<file path="config.mk">
export PLATFORM = sky130hd
export DESIGN_NAME = axi_mem_slave
export DESIGN_NICKNAME = d
export VERILOG_FILES = /design/src/hdl/axi_pkg.sv /design/src/hdl/axi_mem_slave.sv
export SDC_FILE = /design/constraint.sdc
export NUM_CORES = 2
export LEC_CHECK = 0
export BUFFER_PORTS_ARGS = -buffer_cell sky130_fd_sc_hd__buf_4
export CAP_MARGIN = 20
export CORE_MARGIN = 4
export CORE_UTILIZATION = 55
export CTS_CLUSTER_DIAMETER = 50
export DETAILED_ROUTE_END_ITERATION = 7
export HOLD_SLACK_MARGIN = 0.1
export PLACE_DENSITY_LB_ADDON = 0.1
export RECOVER_POWER = 50
export REMOVE_ABC_BUFFERS = 1
export SYNTH_ARGS = -nofsm -noshare
export SYNTH_HDL_FRONTEND = slang
export SYNTH_SLANG_ARGS = --single-unit
</file>
<file path="constraint.sdc">
create_clock -name clk -period 2.1 [get_ports clk]
set_input_delay 0.21 -clock clk [delete_from_list [all_inputs] [get_ports clk]]
set_output_delay 0.21 -clock clk [all_outputs]
set_load 0.05 [all_outputs]
</file>
<file path="src/hdl/axi_pkg.sv">
package axi_pkg;

  // ~~~~~~~~~~~~~~~~~~~~~~~~~~~~~~~~~~~~~~
  // bus widths and field types
  localparam int DATA_WIDTH = 64;
  localparam int STRB_WIDTH = DATA_WIDTH / 8;

  typedef logic [63:0]           axi_addr_t;
  typedef logic [4:0]            axi_id_t;
  typedef logic [7:0]            axi_len_t;   // beats minus one.
  typedef logic [2:0]            axi_size_t;
  typedef logic [1:0]            axi_burst_t;
  typedef logic [1:0]            axi_resp_t;
  typedef logic [DATA_WIDTH-1:0] axi_data_t;
  typedef logic [STRB_WIDTH-1:0] axi_strb_t;

  // ~~~~~~~~~~~~~~~~~~~~~~~~~~~~~~~~~~~~~~
  // protocol encodings
  localparam axi_burst_t BURST_FIXED = 2'b00;
  localparam axi_burst_t BURST_INCR  = 2'b01;
  localparam axi_burst_t BURST_WRAP  = 2'b10;
  localparam axi_resp_t  RESP_OKAY   = 2'b00;
  localparam axi_resp_t  RESP_SLVERR = 2'b10;

  // packed channel widths for the clock crossing
  localparam int AX_BITS = 64 + 2 + 5 + 8 + 3;
  localparam int W_BITS  = DATA_WIDTH + STRB_WIDTH + 1;
  localparam int R_BITS  = 5 + 2 + DATA_WIDTH + 1;
  localparam int B_BITS  = 5 + 2;

  localparam int MEM_WORDS     = 64;
  localparam int MEM_ADDR_BITS = $clog2(MEM_WORDS);
  typedef logic [MEM_ADDR_BITS-1:0] mem_idx_t;

endpackage
</file>
<file path="src/hdl/axi_mem_slave.sv">
`timescale 1ns/100ps

module axi_mem_slave import axi_pkg::*; (
  input  logic       clk,
  input  logic       reset,
  input  axi_addr_t  awaddr, araddr,
  input  axi_burst_t awburst, arburst,
  input  axi_id_t    awid, arid,
  input  axi_len_t   awlen, arlen,
  input  logic       awvalid, arvalid,
  output logic       awready, arready,
  input  axi_data_t  wdata,
  input  axi_strb_t  wstrb,
  input  logic       wlast, wvalid,
  output logic       wready,
  output axi_id_t    bid, rid,
  output axi_resp_t  bresp, rresp,
  output axi_data_t  rdata,
  output logic       bvalid, rvalid, rlast,
  input  logic       bready, rready
);

  typedef enum logic [1:0] {WR_IDLE, WR_DATA, WR_RESP} wr_state_t;
  typedef enum logic {RD_IDLE, RD_DATA} rd_state_t;

  axi_data_t  mem [MEM_WORDS];   // no reset, written before read.

  wr_state_t  wr_state;
  axi_id_t    wr_id;
  axi_burst_t wr_burst;
  mem_idx_t   wr_idx;

  rd_state_t  rd_state;
  axi_id_t    rd_id;
  axi_burst_t rd_burst;
  axi_len_t   rd_len;
  axi_len_t   rd_cnt;
  mem_idx_t   rd_idx;

  // ~~~~~~~~~~~~~~~~~~~~~~~~~~~~~~~~~~~~~~
  // write sequencer
  assign awready = (wr_state == WR_IDLE);
  assign wready  = (wr_state == WR_DATA);
  assign bvalid  = (wr_state == WR_RESP);
  assign bid     = wr_id;
  assign bresp   = (wr_burst == BURST_WRAP) ? RESP_SLVERR : RESP_OKAY;

  always_ff @(posedge clk) begin
    if (reset) begin
      wr_state <= WR_IDLE;
    end else begin
      case (wr_state)
        WR_IDLE: if (awvalid) wr_state <= WR_DATA;
        WR_DATA: if (wvalid && wlast) wr_state <= WR_RESP;
        default: if (bready) wr_state <= WR_IDLE;
      endcase
    end
  end

  always_ff @(posedge clk) begin
    if (awready && awvalid) begin
      wr_id    <= awid;
      wr_burst <= awburst;
      wr_idx   <= awaddr[3 +: MEM_ADDR_BITS];   // word index, wraps at depth.
    end else if (wready && wvalid && wr_burst == BURST_INCR) begin
      wr_idx <= wr_idx + 1'b1;
    end
  end

  always_ff @(posedge clk) begin
    if (wready && wvalid && wr_burst != BURST_WRAP) begin
      for (int i = 0; i < STRB_WIDTH; i++) begin
        if (wstrb[i]) mem[wr_idx][8*i +: 8] <= wdata[8*i +: 8];
      end
    end
  end

  // ~~~~~~~~~~~~~~~~~~~~~~~~~~~~~~~~~~~~~~
  // read sequencer
  assign arready = (rd_state == RD_IDLE);
  assign rvalid  = (rd_state == RD_DATA);
  assign rid     = rd_id;
  assign rlast   = (rd_cnt == rd_len);
  assign rresp   = (rd_burst == BURST_WRAP) ? RESP_SLVERR : RESP_OKAY;
  assign rdata   = (rd_burst == BURST_WRAP) ? '0 : mem[rd_idx];

  always_ff @(posedge clk) begin
    if (reset) begin
      rd_state <= RD_IDLE;
    end else if (rd_state == RD_IDLE) begin
      if (arvalid) rd_state <= RD_DATA;
    end else if (rready && rlast) begin
      rd_state <= RD_IDLE;
    end
  end

  always_ff @(posedge clk) begin
    if (arready && arvalid) begin
      rd_id    <= arid;
      rd_burst <= arburst;
      rd_len   <= arlen;
      rd_cnt   <= '0;
      rd_idx   <= araddr[3 +: MEM_ADDR_BITS];
    end else if (rvalid && rready) begin
      rd_cnt <= rd_cnt + 1'b1;
      if (rd_burst == BURST_INCR) rd_idx <= rd_idx + 1'b1;   // fixed stays put.
    end
  end

endmodule

</file>
==> flow_metrics.tcl <==
set metrics [dict create \
    r2r_cells 9 \
    period_needed_ps 3850 \
    synth_top_area_share_pct 77.5 \
    design.core.area_mm2 0.289 \
    skew_ps 43.4 \
    detail_route.wl_per_cell_um 34.7 \
    htreeDepth 5 \
    ys_ff_latch 4147 \
    total_power_mw 201 \
    hp-class "in -> reg" \
    yosys-top-cells-area "edfxtp_1 78%, mux4_2 13%, mux2i_1 1.9%" \
    ir_drop_mv 0.900 \
    fillers 17800 \
    rows 197 \
    multi_input_area_mm2 0.0367 \
    initial_utilization_pct 55.4 \
    grt_pass1_wl_mm 661 \
    via_count 87800 \
    cap_violations 18 \
    antenna_found_initial 29 \
    cts_tree "built" \
    cp_data_arrival_time_ps 3640 \
    drtAntennaViolNets 0 \
    critPathLaunchType "flop" \
    portBuffers 195 \
    drive_gt1_share_pct 41.1 \
    track_usage_pct 31.3 \
    fin_nets 9755 \
    required_ps 1890 \
    synth_cells 7507 \
    relSlewSlack_pct -5.43 \
    numCtsBuffers 443 \
    r2r_slack_ps -240 \
    hpwl_mm 296 \
    clock-root-buffer "clkbuf_16" \
    leakage_nw 66.9 \
    clkTransAtPathRegs_ps 60 \
    synth_edf_count 4130 \
    status "complete, but fails checks" \
    cts.path.max_buffers 4 \
    area_delta_synth_final_pct 26.4 \
    clock_latency_ps 990 \
    grt_pass1_vias 86900 \
    seq_area_frac_synth_pct 77.7 \
    die_w_um 547 \
    drt-initial-drc-count 11500 \
    viasPerCell 6.37 \
    final-max-slew-violation-count 1008 \
    ff_latch_area_mm2 0.124 \
    hold_viol_final 0 \
    dr.pass1.iters 6 \
    drt_drc_violations_left 0 \
    io_pins 322 \
    die-area_mm2 0.300 \
    final_common_cell "edfxtp_1" \
    synth_area_leader_cell "edfxtp_1" \
    period_share_pct 183 \
    cp-endpoint "rdata[2]" \
    mostFrequentLayoutCells "4130 x edfxtp_1, 1168 x buf_4, 944 x mux4_2" \
    fmax_ghz 0.260 \
    cp-end-kind "output pin" \
    fp.dieH_um 547 \
    gp_congestion 0.890 \
    clkSinkCount 4147 \
    gr-total-overflow 0 \
    r2r-start "wr_burst[1]$_DFFE_PP_" \
    netlist_area_mm2 0.160 \
    wl_mm 478 \
    worst_pin_slew_ps 1580 \
    grt_max_degree 65 \
    rsz0062_at_grt "yes" \
    critPathKind "reg -> out" \
    layout_setup_ws_ps -1750 \
    ys_async_sr_fraction_pct 0 \
    ys_warn_count 0 \
    dp_slack_ps -1470 \
    r2r-end "mem[52][42]$_DFFE_PP_" \
    finalSetupViolations 4065 \
    violations "max-capacitance violations, max-slew violations, negative setup slack" \
    synth_ff_type "edfxtp_1" \
    hp-start "araddr[3]" \
    cp_max_fo 8 \
    powerDensity_mw_per_mm2 996 \
    ys_types 49 \
    syn_avg_cell_area_um2 21.3 \
]
stage by stage:
step | area (um^2) | hold slack (ps) | instances | utilization (%) | TNS [ps]
final | 202000 | 117 | 13800 | 70.0 | -529480
after floorplan | 158000 | 282 | 7057 | - | -7332180
after CTS | 198000 | 101 | 13700 | 68.7 | -245760
after global routing | 202000 | 131 | 13800 | 70.0 | -736670
after global placement | 177000 | 388 | 12500 | 61.4 | -153440
after detailed placement | 177000 | 389 | 12500 | 61.4 | -179950
sequential cells by signal, summed over array words and instances (netlist names), 5 cells and up, named ones only:
register  count
wr_idx        6
rd_cnt        8
rd_idx        6
mem        4096
rid           5
rd_len        8
bid           5
how the worst min path moves through the flow:
stage,to,slack (ps),depth (start not counted)
final,rd_idx[0]$_DFFE_PP_,120,4
after global placement,bid[3]$_DFFE_PP_,390,1
after floorplan,wr_state[1]$_SDFFE_PP0P_,280,1
after CTS,rd_idx[0]$_DFFE_PP_,100,4
after detailed placement,rid[1]$_DFFE_PP_,390,1
after global routing,wr_idx[1]$_DFFE_PP_,130,3
power breakdown:
| part | leakage [nW] | internal (mW) | switching [mW] |
|---|---|---|---|
| clock | 7.07 | 45.2 | 32.9 |
| combinational | 22.5 | 14.1 | 17.7 |
| sequential | 37.3 | 91.3 | 0.179 |
worst max-delay path, cell delays in order (launching register included):
cell and delay, ps:
dfxtp_4 420, buf_12 140, buf_16 170, buf_16 170, buf_12 170, buf_12 150, mux4_2 500, nor2b_4 140
a211oi_2 220, nor3_2 80, o22a_1 280, buf_6 180
synthesized netlist by cell type (all sizes together) (6+ instances only):
library cell and n:
a211oi 53, a21oi 79, a221oi 7, a22oi 58
a41oi 7, buf 242, clkbuf 209, dfxtp 17
edfxtp 4130, inv 8, mux2 35, mux2i 309
mux4 944, nand2 113, nand2b 19, nand3 9
nor2 585, nor2b 53, nor3 114, nor3b 6
o211ai 59, o21ai 85, o221ai 8, o22a 47
o22ai 206, o31ai 36, o32a 7, or2 10
xnor2 14, xor2 8
per-layer routing:
metal,up-vias,GRT usage (%),part of all wire [%]
met2,4988,47.4,47
li1,35500,-,-
met5,-,0,0.048
met3,869,8.45,11
met4,30,13.6,4.7
met1,46400,43.4,37
cells by family (layout without fill, tap and decap cells):
group	count (synthesis)	after routing	share of synthesized area (%)
AND/OR/NAND/NOR	927	927	2.46
flip-flops	4147	4147	77.7
other	1	25	0.00234
XOR/XNOR	22	22	0.120
buffers and inverters	459	2842	1.45
adder cells (fa/ha/maj)	3	3	0.0235
multiplexers	1288	1288	15.5
AO/OA/AOI/OAI	660	660	2.74
layout make-up:
type / instances / share of cell area, %
Antenna cell: 23 / 0.0285
Sequential cell: 4147 / 61.5
Clock inverter: 309 / 1.61
Inverter: 8 / 0.0161
Timing Repair Buffer: 2012 / 10.6
Multi-Input combinational cell: 2902 / 18.2
Tap cell: 3880 / 2.40
Clock buffer: 513 / 5.66
timing repair:
| item | CTS | global route |
|---|---|---|
| gates resized for setup | 620 | 654 |
| hold buffers | 144 | 0 |
| endpoints found under the hold margin | 6704 | 0 |
| pin swaps | 105 | 215 |
| setup buffers | 155 | 96 |
| setup endpoints to repair | 3033 | 4010 |
| gates cloned | 34 | 31 |
Power figures use the tool's default switching activity.
